## src/adc_rx_pkg.sv

```systemverilog
// adc receiver package with register map, widths and sequencer states
package adc_rx_pkg;

    parameter int ADC_W  = 14;  // one adc sample
    parameter int WORD_W = 32;  // one fifo word
    parameter int CNT_W  = 24;  // sample count of a run

    // byte registers on the 4-bit bus address
    typedef enum logic [3:0] {
        REG_RESET   = 4'd0,
        REG_START   = 4'd1,
        REG_CONF    = 4'd2,
        REG_CNT_HI  = 4'd3,
        REG_CNT_MID = 4'd4,
        REG_CNT_LO  = 4'd5,
        REG_LOST    = 4'd15
    } reg_addr_e;

    // bit positions inside REG_CONF
    parameter int CONF_SYNC_BIT   = 0;  // arm on sync edge
    parameter int CONF_SINGLE_BIT = 2;  // one sample per word

    typedef enum logic [1:0] {
        SEQ_IDLE,
        SEQ_WAIT_SYNC,
        SEQ_RECORD
    } seq_state_e;

endpackage

```

## src/adc_rx_regs.sv

```systemverilog
// adc receiver register bank with soft reset, start strobe, done flag and read-back
module adc_rx_regs (
    input  logic                          clk,
    input  logic                          rst,
    input  logic [3:0]                    bus_add,
    input  logic [7:0]                    bus_data_in,
    input  logic                          bus_wr,
    input  logic                          done_pulse,
    input  logic [7:0]                    lost_cnt,
    output logic [7:0]                    bus_data_out,
    output logic                          core_rst,
    output logic                          start,
    output logic                          start_with_sync,
    output logic                          single_mode,
    output logic [adc_rx_pkg::CNT_W-1:0]  data_cnt,
    output logic                          done
);

    logic       soft_rst_int;
    logic       wr_reset;
    logic       wr_start;
    logic [7:0] cnt_hi;
    logic [7:0] cnt_mid;
    logic [7:0] cnt_lo;
    logic [7:0] conf_byte;

    assign wr_reset = bus_wr && (adc_rx_pkg::reg_addr_e'(bus_add) == adc_rx_pkg::REG_RESET);
    assign wr_start = bus_wr && (adc_rx_pkg::reg_addr_e'(bus_add) == adc_rx_pkg::REG_START);

    // a write to register 0 resets everything behind the bus
    assign soft_rst_int = rst | wr_reset;
    assign core_rst     = soft_rst_int;

    assign data_cnt = {cnt_hi, cnt_mid, cnt_lo};

    // configuration and count bytes
    always_ff @(posedge clk) begin
        if (soft_rst_int) begin
            start_with_sync <= 1'b0;
            single_mode     <= 1'b0;
            cnt_hi          <= 8'h00;
            cnt_mid         <= 8'h00;
            cnt_lo          <= 8'h00;
        end else if (bus_wr) begin
            case (adc_rx_pkg::reg_addr_e'(bus_add))
                adc_rx_pkg::REG_CONF: begin
                    start_with_sync <= bus_data_in[adc_rx_pkg::CONF_SYNC_BIT];
                    single_mode     <= bus_data_in[adc_rx_pkg::CONF_SINGLE_BIT];
                end
                adc_rx_pkg::REG_CNT_HI:  cnt_hi  <= bus_data_in;
                adc_rx_pkg::REG_CNT_MID: cnt_mid <= bus_data_in;
                adc_rx_pkg::REG_CNT_LO:  cnt_lo  <= bus_data_in;
                default: ;
            endcase
        end
    end

    // start strobe lands one cycle after the bus write
    always_ff @(posedge clk) begin
        if (soft_rst_int) begin
            start <= 1'b0;
        end else begin
            start <= wr_start;
        end
    end

    // idle reads as done
    always_ff @(posedge clk) begin
        if (soft_rst_int) begin
            done <= 1'b1;
        end else if (start) begin
            done <= 1'b0;
        end else if (done_pulse) begin
            done <= 1'b1;
        end
    end

    always_comb begin
        conf_byte = 8'h00;
        conf_byte[adc_rx_pkg::CONF_SYNC_BIT]   = start_with_sync;
        conf_byte[adc_rx_pkg::CONF_SINGLE_BIT] = single_mode;
    end

    // read data follows the address by one cycle
    always_ff @(posedge clk) begin
        case (adc_rx_pkg::reg_addr_e'(bus_add))
            adc_rx_pkg::REG_START:   bus_data_out <= {7'b0, done};
            adc_rx_pkg::REG_CONF:    bus_data_out <= conf_byte;
            adc_rx_pkg::REG_CNT_HI:  bus_data_out <= cnt_hi;
            adc_rx_pkg::REG_CNT_MID: bus_data_out <= cnt_mid;
            adc_rx_pkg::REG_CNT_LO:  bus_data_out <= cnt_lo;
            adc_rx_pkg::REG_LOST:    bus_data_out <= lost_cnt;
            default:                 bus_data_out <= 8'h00;  // reset reg and unused
        endcase
    end

endmodule

```

## src/capture_sequencer.sv

```systemverilog
// capture sequencer that arms on start or sync edge and times the recording window
module capture_sequencer (
    input  logic                          clk,
    input  logic                          rst,
    input  logic                          start,
    input  logic                          start_with_sync,
    input  logic [adc_rx_pkg::CNT_W-1:0]  data_cnt,
    input  logic                          adc_sync,
    output logic                          in_window,
    output logic                          record_begin,
    output logic                          done_pulse
);

    adc_rx_pkg::seq_state_e state;

    logic                         sync_prev;
    logic                         sync_rise;
    logic                         sync_hit;
    logic                         last_sample;
    logic [adc_rx_pkg::CNT_W-1:0] sample_cnt;  // index of the current sample

    // rising edge of adc_sync
    always_ff @(posedge clk) begin
        if (rst) begin
            sync_prev <= 1'b0;
        end else begin
            sync_prev <= adc_sync;
        end
    end

    assign sync_rise = adc_sync && !sync_prev;

    // the sync sample itself is the first of the run
    assign sync_hit  = (state == adc_rx_pkg::SEQ_WAIT_SYNC) && sync_rise;
    assign in_window = (state == adc_rx_pkg::SEQ_RECORD) || sync_hit;

    // sample_cnt is zero while waiting for sync
    assign record_begin = in_window && (sample_cnt == '0);

    // endless run when data_cnt is zero
    assign last_sample = in_window && (data_cnt != '0) && (sample_cnt >= data_cnt - 1'b1);

    always_ff @(posedge clk) begin
        if (rst) begin
            state      <= adc_rx_pkg::SEQ_IDLE;
            sample_cnt <= '0;
            done_pulse <= 1'b0;
        end else begin
            done_pulse <= last_sample && !start;  // a restart wins over the end
            if (start) begin
                state      <= start_with_sync ? adc_rx_pkg::SEQ_WAIT_SYNC
                                              : adc_rx_pkg::SEQ_RECORD;
                sample_cnt <= '0;
            end else if (last_sample) begin
                state <= adc_rx_pkg::SEQ_IDLE;
            end else if (in_window) begin
                state <= adc_rx_pkg::SEQ_RECORD;
                // hold at the top so an endless run never shows a new begin
                if (sample_cnt != '1) begin
                    sample_cnt <= sample_cnt + 1'b1;
                end
            end
        end
    end

endmodule

```

## src/sample_packer.sv

```systemverilog
// sample packer that forms the 32-bit fifo word from the newest and previous sample
module sample_packer #(
    parameter logic [1:0] ADC_ID    = 2'd0,
    parameter logic [0:0] HEADER_ID = 1'b0
) (
    input  logic                           clk,
    input  logic                           rst,
    input  logic [adc_rx_pkg::ADC_W-1:0]   adc_in,
    input  logic                           adc_sync,
    input  logic                           single_mode,
    input  logic                           record_begin,
    output logic [adc_rx_pkg::WORD_W-1:0]  word,
    output logic                           word_ready
);

    logic [adc_rx_pkg::ADC_W-1:0] prev_sample;
    logic                         pair_phase;  // high when a held sample waits

    // previous sample, taken every cycle
    always_ff @(posedge clk) begin
        prev_sample <= adc_in;
    end

    // pairing restarts on the first sample of a run
    always_ff @(posedge clk) begin
        if (rst) begin
            pair_phase <= 1'b0;
        end else if (record_begin) begin
            pair_phase <= 1'b1;
        end else begin
            pair_phase <= !pair_phase;
        end
    end

    assign word_ready = single_mode || (pair_phase && !record_begin);

    always_comb begin
        if (single_mode) begin
            word = {HEADER_ID, ADC_ID, adc_sync, {adc_rx_pkg::ADC_W{1'b0}}, adc_in};
        end else begin
            word = {HEADER_ID, ADC_ID, adc_sync, prev_sample, adc_in};
        end
    end

endmodule

```

## src/record_fifo.sv

```systemverilog
// record fifo that takes words in the window, first-word-fall-through, counts lost words
module record_fifo #(
    parameter int FIFO_DEPTH = 16
) (
    input  logic                           clk,
    input  logic                           rst,
    input  logic                           in_window,
    input  logic [adc_rx_pkg::WORD_W-1:0]  word,
    input  logic                           word_ready,
    input  logic                           fifo_read,
    output logic [adc_rx_pkg::WORD_W-1:0]  fifo_data,
    output logic                           fifo_empty,
    output logic [7:0]                     lost_cnt,
    output logic                           lost_error
);

    localparam int AW = $clog2(FIFO_DEPTH);

    logic [adc_rx_pkg::WORD_W-1:0] mem [FIFO_DEPTH];
    logic [AW-1:0]                 wr_ptr;
    logic [AW-1:0]                 rd_ptr;
    logic [AW:0]                   count;
    logic                          full;
    logic                          wr_req;
    logic                          wr_en;
    logic                          rd_en;

    assign full       = (count == (AW + 1)'(FIFO_DEPTH));
    assign fifo_empty = (count == '0);

    assign wr_req = in_window && word_ready;
    assign wr_en  = wr_req && !full;  // full is judged before any pop this cycle
    assign rd_en  = fifo_read && !fifo_empty;

    always_ff @(posedge clk) begin
        if (wr_en) begin
            mem[wr_ptr] <= word;
        end
    end

    always_ff @(posedge clk) begin
        if (rst) begin
            wr_ptr <= '0;
            rd_ptr <= '0;
            count  <= '0;
        end else begin
            if (wr_en) begin
                wr_ptr <= wr_ptr + 1'b1;  // depth is a power of two
            end
            if (rd_en) begin
                rd_ptr <= rd_ptr + 1'b1;
            end
            case ({wr_en, rd_en})
                2'b10:   count <= count + 1'b1;
                2'b01:   count <= count - 1'b1;
                default: count <= count;
            endcase
        end
    end

    assign fifo_data = mem[rd_ptr];  // head word

    // lost word counter, sticks at 255
    always_ff @(posedge clk) begin
        if (rst) begin
            lost_cnt <= 8'h00;
        end else if (wr_req && full && (lost_cnt != 8'hff)) begin
            lost_cnt <= lost_cnt + 1'b1;
        end
    end

    assign lost_error = (lost_cnt != 8'h00);

endmodule

```

## src/adc_rx_top.sv

```systemverilog
// adc receiver top level joining register bank, sequencer, packer and record fifo
module adc_rx_top #(
    parameter logic [1:0] ADC_ID     = 2'd0,
    parameter logic [0:0] HEADER_ID  = 1'b0,
    parameter int         FIFO_DEPTH = 16
) (
    input  logic                           ADC_ENC,
    input  logic                           RST,
    input  logic [adc_rx_pkg::ADC_W-1:0]   adc_in,
    input  logic                           adc_sync,
    input  logic [3:0]                     bus_add,
    input  logic [7:0]                     bus_data_in,
    input  logic                           bus_wr,
    output logic [7:0]                     bus_data_out,
    input  logic                           fifo_read,
    output logic [adc_rx_pkg::WORD_W-1:0]  fifo_data,
    output logic                           fifo_empty,
    output logic                           lost_error
);

    logic                          core_rst;
    logic                          start;
    logic                          start_with_sync;
    logic                          single_mode;
    logic [adc_rx_pkg::CNT_W-1:0]  data_cnt;
    logic                          in_window;
    logic                          record_begin;
    logic                          done_pulse;
    logic [adc_rx_pkg::WORD_W-1:0] word;
    logic                          word_ready;
    logic [7:0]                    lost_cnt;

    adc_rx_regs u_regs (
        .clk             (ADC_ENC),
        .rst             (RST),
        .bus_add         (bus_add),
        .bus_data_in     (bus_data_in),
        .bus_wr          (bus_wr),
        .done_pulse      (done_pulse),
        .lost_cnt        (lost_cnt),
        .bus_data_out    (bus_data_out),
        .core_rst        (core_rst),
        .start           (start),
        .start_with_sync (start_with_sync),
        .single_mode     (single_mode),
        .data_cnt        (data_cnt),
        .done            ()
    );

    capture_sequencer u_seq (
        .clk             (ADC_ENC),
        .rst             (core_rst),
        .start           (start),
        .start_with_sync (start_with_sync),
        .data_cnt        (data_cnt),
        .adc_sync        (adc_sync),
        .in_window       (in_window),
        .record_begin    (record_begin),
        .done_pulse      (done_pulse)
    );

    sample_packer #(
        .ADC_ID    (ADC_ID),
        .HEADER_ID (HEADER_ID)
    ) u_packer (
        .clk          (ADC_ENC),
        .rst          (core_rst),
        .adc_in       (adc_in),
        .adc_sync     (adc_sync),
        .single_mode  (single_mode),
        .record_begin (record_begin),
        .word         (word),
        .word_ready   (word_ready)
    );

    record_fifo #(
        .FIFO_DEPTH (FIFO_DEPTH)
    ) u_fifo (
        .clk        (ADC_ENC),
        .rst        (core_rst),
        .in_window  (in_window),
        .word       (word),
        .word_ready (word_ready),
        .fifo_read  (fifo_read),
        .fifo_data  (fifo_data),
        .fifo_empty (fifo_empty),
        .lost_cnt   (lost_cnt),
        .lost_error (lost_error)
    );

endmodule

```

## config.mk

```make
export PLATFORM = sky130hd
export DESIGN_NAME = adc_rx_top
export DESIGN_NICKNAME = d
export VERILOG_FILES = /design/src/adc_rx_pkg.sv /design/src/adc_rx_regs.sv /design/src/capture_sequencer.sv /design/src/sample_packer.sv /design/src/record_fifo.sv /design/src/adc_rx_top.sv
export SDC_FILE = /design/constraint.sdc
export NUM_CORES = 1
export LEC_CHECK = 0
export BUFFER_PORTS_ARGS = -buffer_cell sky130_fd_sc_hd__buf_2
export CAP_MARGIN = 5
export CORE_MARGIN = 4
export CORE_UTILIZATION = 40
export CTS_CLUSTER_SIZE = 12
export DETAILED_ROUTE_END_ITERATION = 8
export PLACE_DENSITY_LB_ADDON = 0.2
export SYNTH_ARGS = -nofsm -noshare
export SYNTH_HDL_FRONTEND = slang
export SYNTH_HIERARCHICAL = 1
export SYNTH_SLANG_ARGS = --single-unit
```

## constraint.sdc

```tcl
create_clock -name ADC_ENC -period 11.29 [get_ports ADC_ENC]
set_clock_uncertainty 0.2 [all_clocks]
set_input_delay 0.5645 -clock ADC_ENC [delete_from_list [all_inputs] [get_ports ADC_ENC]]
set_output_delay 0.5645 -clock ADC_ENC [all_outputs]
set_load 0.005 [all_outputs]
```

==> flow_summary.toml, run 1 <==
[finish]
utilization = 0.461
syn2layout_area_growth_pct = 13.2
final_nets = 1569
ratio_of_cells_with_drive_above_1_in_the_final_layout = 0.235
non_filler_cell_area_final_um2 = 28600
layout_cells_excl_fill = 2394

[routing]
post-route-drc-count = 0
routed_length_per_instance_um = 24.1
wl_um = 57700
drt_iter0_drc = 901
drt-vias-per-instance = 5.53
vias = 13228
detail_route.first_pass.iterations = 5
route.antenna.remaining_nets = 0

[place]
io_buffer_count = 72
numPlacedInstances = 2266
place_ws_ns = 6.37
hpwl_um = 32900
post_dp_cell_area_um2 = 26400
gp_routability_congestion = 0.807

[yosys]
synthesis.instances = 1420
synth_xor_area_frac = 0.0138
number_of_enable_type_register_cells_in_the_synthesized_netlist = 512
synth.yosys.seq_area_share = 0.690
yosysWarningCount = 6
synth_top_family_by_area = "multiplexers"
synth.ff_latch_count = 616
synth-main-ff-cell = "edfxtp_1"
synth_compound_gate_area_share = 0.0376
syn-cell-area_um2 = 25300
synth_cell_type_count = 72
area_share_of_and_or_nand_nor_cells_after_synthesis = 0.0605
post_synth_mux_area_share = 0.154
postSynth.asyncResetShare = 0
adder_and_majority_cell_fraction_of_the_synthesized_area = 0.0183
avgSynthCellArea_um2 = 17.8

[worst_setup_path]
reg2reg_from = "u_regs/cnt_lo[0]$_SDFFE_PP0P_"
timing.reg2reg.worst_path_depth = 15
r2r_slack_ns = 6.47
cp.required_ns = 10.53
critical_path.max_fanout = 45
timing.critical_path.to_type = "output pin"
crit_start_category = "flip-flop"
crit_type = "flip-flop to output pin"
worst_ep_arrival_time_ns = 4.61
r2r_end = "u_seq/sample_cnt[17]$_SDFFE_PP0P_"

[floorplan]
start_util = 0.407
pin_count = 73
die_area_um2 = 67300
placementRows = 91
floorplan.die.height_um = 259
floorplan.die.width_um = 259
floorplan.core_area_um2 = 62200

[min_path]
worstHoldStart = "adc_in[0]"
worstHoldPathCells = 1
min_to = "u_packer/prev_sample[0]$_DFF_P_"
hold_path.class = "input pin to flip-flop"

[timing]
rsz0062_at_grt = "no"
timing.final.setup_violations = 0
timing.setup.tns_ns = 0
hold_fails_final_rpt = 0
fin_crit_share = 0.476
finalHoldWorstSlack_ns = 0.0477
worst-slew-pin-transition_ns = 1.11
finalCriticalPeriod_ns = 5.37
slew_headroom = 0.260
slew_viol_final = 0
timing.final.ws_setup_ns = 5.92
clock.fmax_mhz = 186

[run_status]
run_status = "completed"

[global_route]
first_global_vias = 13572
initial_antenna_violation_count = 2
maximum_number_of_pins_on_one_net_before_global_route_repair = 72
global_route.overflow_total = 0
grt_first_pass_wirelength_um = 86600
grt_util_all_layers = 0.172

[power_and_ir_drop]
power_density_nw_per_um2 = 165
total_power_mw = 4.73
worst_ir_drop_vdd_mv = 0.0980
p_leak_nw = 9.17

[clock_network]
cts_hold_repair.buffers = 1
cts.repair_timing.setup_buffer_count = 0
cts.sink_count = 616
clockBufferDepth = 3
post_cts.resized_instances = 0
cts_made_buffers = 69
clock-root-buffer = "clkbuf_16"
cts-htree-levels = 3
worstSkewPairLatency_ns = 0.59
clk_transition_reported_paths_ns = 0.06
tritoncts = "yes"

[flow_run]
max_cap_viol_count = 0
## Yosys cell counts (3+ instances only)
cell	count	area [µm²]
nand4_1	10	62.6
xnor2_1	30	263
clkbuf_1	30	113
mux4_2	127	2860
nand2b_1	6	37.5
edfxtp_1	512	15400
and2_1	5	31.3
a22oi_1	4	30.0
a21o_1	6	45.0
nor4_1	11	68.8
nand4b_1	4	35.0
inv_1	16	60.1
xor2_1	10	87.6
nor2_1	62	233
mux2i_1	11	110
buf_4	22	165
nor2b_1	14	87.6
and3_1	10	62.6
o21ai_0	52	260
nand3_1	39	195
dfxtp_1	104	2080
or3_1	12	75.1
nor3_1	26	130
or4_1	10	75.1
buf_6	19	214
ha_1	37	463
a22o_1	3	26.3
o31ai_1	3	22.5
mux2_2	4	45.0
a31o_2	3	26.3
nand2_1	52	195
mux4_1	33	867
buf_1	5	18.8
a21oi_1	56	280
buf_2	7	35.0
or2_2	4	25.0
a211oi_1	5	37.5
a21oi_2	6	52.6
nor3b_1	4	30.0
## registers in the layout, summed over array words and instances (netlist names), named ones only
name                    cells
u_regs/cnt_lo               8
u_seq/sample_cnt           24
u_packer/pair_phase         1
u_regs/done                 1
u_fifo/mem                512
u_regs/start_with_sync      1
u_fifo/rd_ptr               4
u_fifo/wr_ptr               4
u_seq/sync_prev             1
u_regs/bus_data_out         8
u_packer/prev_sample       14
u_regs/single_mode          1
u_fifo/lost_cnt             8
u_seq/state                 2
u_fifo/count                5
u_seq/done_pulse            1
u_regs/start                1
u_regs/cnt_hi               8
u_regs/cnt_mid              8
## logic make-up after synthesis
kind of cell / Yosys count
other cells: 1
fa+ha+maj: 37
compound gates: 160
mux: 176
xor+xnor: 40
simple gates: 287
buf+inv: 103
flops: 616
## area by class of cell
type	count	area (µm²)
fill	5387	33500
antenna	2	5.00
clock inverter	27	250
inverter	16	60.1
sequential	616	17500
timing repair buffer	95	536
clock buffer	98	1950
multi-input combinational	703	7320
tap	837	1050
## metal layers
metal	vias to the layer above	track usage	share of wire
met5	-	0	0
met4	0	0.0462	0.023
met3	88	0.0326	0.045
met2	295	0.291	0.50
met1	6966	0.230	0.43
li1	5879	-	-
## worst max-delay path, cell delays in order, from the launching register on
cell and delay, ns:
dfxtp_4 0.92, buf_4 0.84, buf_4 0.85, mux4_1 0.64, mux4_2 0.53, buf_2 0.15
## layout by cell type (no fill, tap or decap), types with 37 or more instances in the layout
cell type and n:
mux4_2 127, buf_2 72, a21oi_1 56, ha_1 37
nand3_1 39, o21ai_0 52, clkbuf_16 72, nor2_1 50
nand2_1 52, edfxtp_1 512, dfxtp_1 100
## power by group
part           total [mW]  leakage [nW]  switching [mW]  internal [mW]
combinational       0.106          2.64          0.0727         0.0334
clock                2.16          1.08           0.863           1.30
sequential           2.47          5.45         0.00476           2.46
## how the worst max path moves through the flow
stage,start,end,slack [ns],cells past startpoint
4_1_cts,flip-flop,fifo_data[27],5.72,5
5_1_grt,flip-flop,fifo_data[17],5.49,5
2_1_floorplan,adc_sync,u_fifo/mem[3][0]$_DFFE_PP_,6.69,9
6_report,flip-flop,fifo_data[17],5.92,5
3_3_place_gp,flip-flop,fifo_data[27],6.35,5
3_5_place_dp,flip-flop,fifo_data[27],6.37,5
Note: power is estimated with default switching activity, not from simulation.
==> run 2: changes to the inputs <==
ABC_AREA = 1   (was not set)
clock period = 5.6 ns   (was 11.29 ns; I/O delays follow)
==> run 2 against run 1 <==
Against the previous run:
- final cell count grew 37%
- clock-buffer cell count grew 13
- routed wire length grew 16%
- core utilization shrank 0.17 points
- sequential cell count is the same
- largest cell class unchanged
- largest power group unchanged
- highest routed layer is now met5
==> flow_summary.toml, run 2 <==
[finish]
layout_common_cells = "edfxtp_1, nand2_1, inv_1, a21oi_1, o21ai_0"
ratio_of_cells_with_drive_above_1_in_the_final_layout = 0.118
largest-register = "u_fifo/mem"
final_nets = 2432
layout.cells.most_common = "edfxtp_1"
utilization = 0.459
syn2layout_area_growth_pct = 12.8
largest_register_ff_count = 512
layout_top_registers = "u_fifo/mem: 512 flops, u_seq/sample_cnt: 24 flops, u_packer/prev_sample: 14 flops"

[power_and_ir_drop]
p_sw_frac = 0.295
power.clock.fraction = 0.358
comb_power_share = 0.205
p_leak_nw = 10.9
seq_power_share = 0.437
power_density_nw_per_um2 = 389
worst_ir_drop_vdd_mv = 0.234
power.net_switching_mw = 3.49
internal_power_mw = 8.35

[timing]
timing.final.setup_violations = 0
rsz0062_at_grt = "no"
timing.setup.tns_ns = 0
slew_viol_final = 0
finalCriticalPeriod_ns = 4.09
fin_crit_share = 0.731
timing.final.ws_setup_ns = 1.51
hold_fails_final_rpt = 0
slew_headroom = 0.249
clock.fmax_mhz = 244
worst-slew-pin-transition_ns = 1.12

[clock_network]
cts.sink_count = 616
worstSkewPairLatency_ns = 0.61
cts-htree-levels = 3
post_cts.resized_instances = 0
cts_made_buffers = 68
clockBufferDepth = 3
clock-root-buffer = "clkbuf_16"
tritoncts = "yes"
clk_transition_reported_paths_ns = 0.06

[yosys]
syn-cell-area_um2 = 27000
netlist_top_cells_count = "edfxtp_1, nand2_1, inv_1, a21oi_1, o21ai_0"
yosysWarningCount = 6
ys_top_cells_by_area = "edfxtp_1, dfxtp_1, mux2i_1"
synth.yosys.seq_area_share = 0.647
synth_cell_type_count = 48
synth.ff_latch_count = 616
synth.top_cell.area_share = 0.570
synth_most_common_cell = "edfxtp_1"
avgSynthCellArea_um2 = 11.8
postSynth.asyncResetShare = 0
synthesis.instances = 2283
synth_top_cell_by_area = "edfxtp_1"
synth-main-ff-cell = "edfxtp_1"
number_of_enable_type_register_cells_in_the_synthesized_netlist = 512

[floorplan]
die_area_um2 = 71700
floorplan.die.height_um = 268
floorplan.die.width_um = 268
placementRows = 94
start_util = 0.407
floorplan.core_area_um2 = 66300
pin_count = 73

[routing]
wl_um = 66900
drt_iter0_drc = 1363
vias = 17396
post-route-drc-count = 0
routed_length_per_instance_um = 20.4
drt-vias-per-instance = 5.30
route.antenna.remaining_nets = 0
detail_route.first_pass.iterations = 5

[worst_setup_path]
crit_type = "flip-flop to flip-flop"
cp.required_ns = 5.84
r2r_slack_ns = 1.51
r2r_end = "u_seq/sample_cnt[5]$_SDFFE_PP0P_"
worst_ep_arrival_time_ns = 4.33
critical-path-slowest-cell = "nand3_4"
critPathMaxStageDelay_ns = 0.45
timing.critical_path.to_type = "flip-flop"
critical_path.max_fanout = 26
worstPathCellList = "nor2_1, nand2_1, nor3_2, nand2_1, nor2_1, nand2_1, nor3_2, nand2_1, xnor2_1, inv_1, ha_1, a21o_1, nor2_1, nand2_1, a21oi_1, nand2_1, nand2_2, nand3_4, nand2_1, a21oi_1"
timing.reg2reg.worst_path_depth = 20
reg2reg_from = "u_regs/cnt_lo[2]$_SDFFE_PP0P_"
crit_top_cell = "nand2_1"
crit_start_category = "flip-flop"

[global_route]
grt_first_pass_wirelength_um = 103000
gr-max-usage-layer = "met2"
use_met3 = 0.0308
grt_util_all_layers = 0.186
maximum_number_of_pins_on_one_net_before_global_route_repair = 146
global_route.overflow_total = 0
initial_antenna_violation_count = 3
use_met2 = 0.305
grt_util_met1 = 0.258
first_global_vias = 17070

[place]
hpwl_um = 38400
io_buffer_count = 72
gp_routability_congestion = 0.878
place_ws_ns = 1.49

[min_path]
hold_path.class = "input pin to flip-flop"
worstHoldPathCells = 5
worstHoldStart = "RST"
min_to = "u_regs/start$_SDFF_PP0_"

[flow_run]
max_cap_viol_count = 0

[run_status]
run_status = "completed"
## run 2: cell types whose count changed after synthesis, sizes merged, moves of 26 or more
cell,previous run,this run
a21oi,62,191
clkbuf,33,59
inv,16,242
mux2i,11,128
mux4,160,0
nand2,52,257
nand3,40,91
nand4,10,64
nor2,63,141
o211ai,2,128
o21ai,54,173
## run 2: final cells by class
type | instances | area (µm²)
clock inverters | 15 | 159
fillers | 6065 | 35900
flip-flops and latches | 616 | 17500
diodes | 1 | 2.50
multi-input cells | 1294 | 7870
inverters | 244 | 920
repair buffers | 140 | 978
clock buffers | 111 | 1960
well taps | 864 | 1080
## run 2: through the flow
stage                     power [mW]  std cells  cell area [µm²]  hold WS (ns)
after floorplan                 7.13       2285            27000         0.108
after global placement          7.68       3125            28000         0.224
after detailed placement        7.71       3125            28000         0.232
after CTS                       12.0       3284            30400        0.0626
after global routing            12.5       3285            30400         0.127
final                           11.8       3285            30400         0.102
## run 2: cell families after synthesis
family,share of synthesized area
fa+ha+maj,0.0171
mux,0.0475
xor+xnor,0.0136
flops,0.647
simple gates,0.101
buf+inv,0.0667
other cells,0.000139
compound gates,0.107
## run 2: worst max-delay path by stage
stage,startpoint,depth (start not counted),end
after CTS,u_regs/cnt_lo[2]$_SDFFE_PP0P_,20,u_seq/sample_cnt[5]$_SDFFE_PP0P_
after detailed placement,u_regs/cnt_lo[2]$_SDFFE_PP0P_,20,u_seq/sample_cnt[22]$_SDFFE_PP0P_
after global routing,u_regs/cnt_lo[0]$_SDFFE_PP0P_,21,u_seq/sample_cnt[16]$_SDFFE_PP0P_
after global placement,u_regs/cnt_lo[0]$_SDFFE_PP0P_,20,u_seq/sample_cnt[17]$_SDFFE_PP0P_
final,u_regs/cnt_lo[2]$_SDFFE_PP0P_,20,u_seq/sample_cnt[5]$_SDFFE_PP0P_
after floorplan,u_seq/state[1]$_SDFFE_PP0P_,15,u_fifo/mem[11][0]$_DFFE_PP_
## run 2: power groups by stage
stage,Sequential (mW),Combinational [mW],Clock (mW)
2_1_floorplan,5.13,2.00,0
3_3_place_gp,5.27,2.40,0
3_5_place_dp,5.28,2.43,0
4_1_cts,5.18,2.46,4.34
5_1_grt,5.19,2.73,4.54
6_report,5.18,2.42,4.24
## run 2: critical path, delay by kind of cell (launching register included)
kind / cells / cell delay [ns]
compound gates: 3 / 0.38
fa+ha+maj: 1 / 0.28
xor+xnor: 1 / 0.14
buf+inv: 1 / 0.06
flops: 1 / 0.35
simple gates: 14 / 2.53
## run 2: timing repair
item                      CTS  global route
hold buffers               33             0
hold endpoints to repair  290             0
buffers inserted            0             0
## run 2: metal layers
layer / wire, µm / share of wire
met5: 21 / 0.00031
met4: 1400 / 0.021
met3: 3290 / 0.049
met2: 31700 / 0.47
met1: 30400 / 0.45
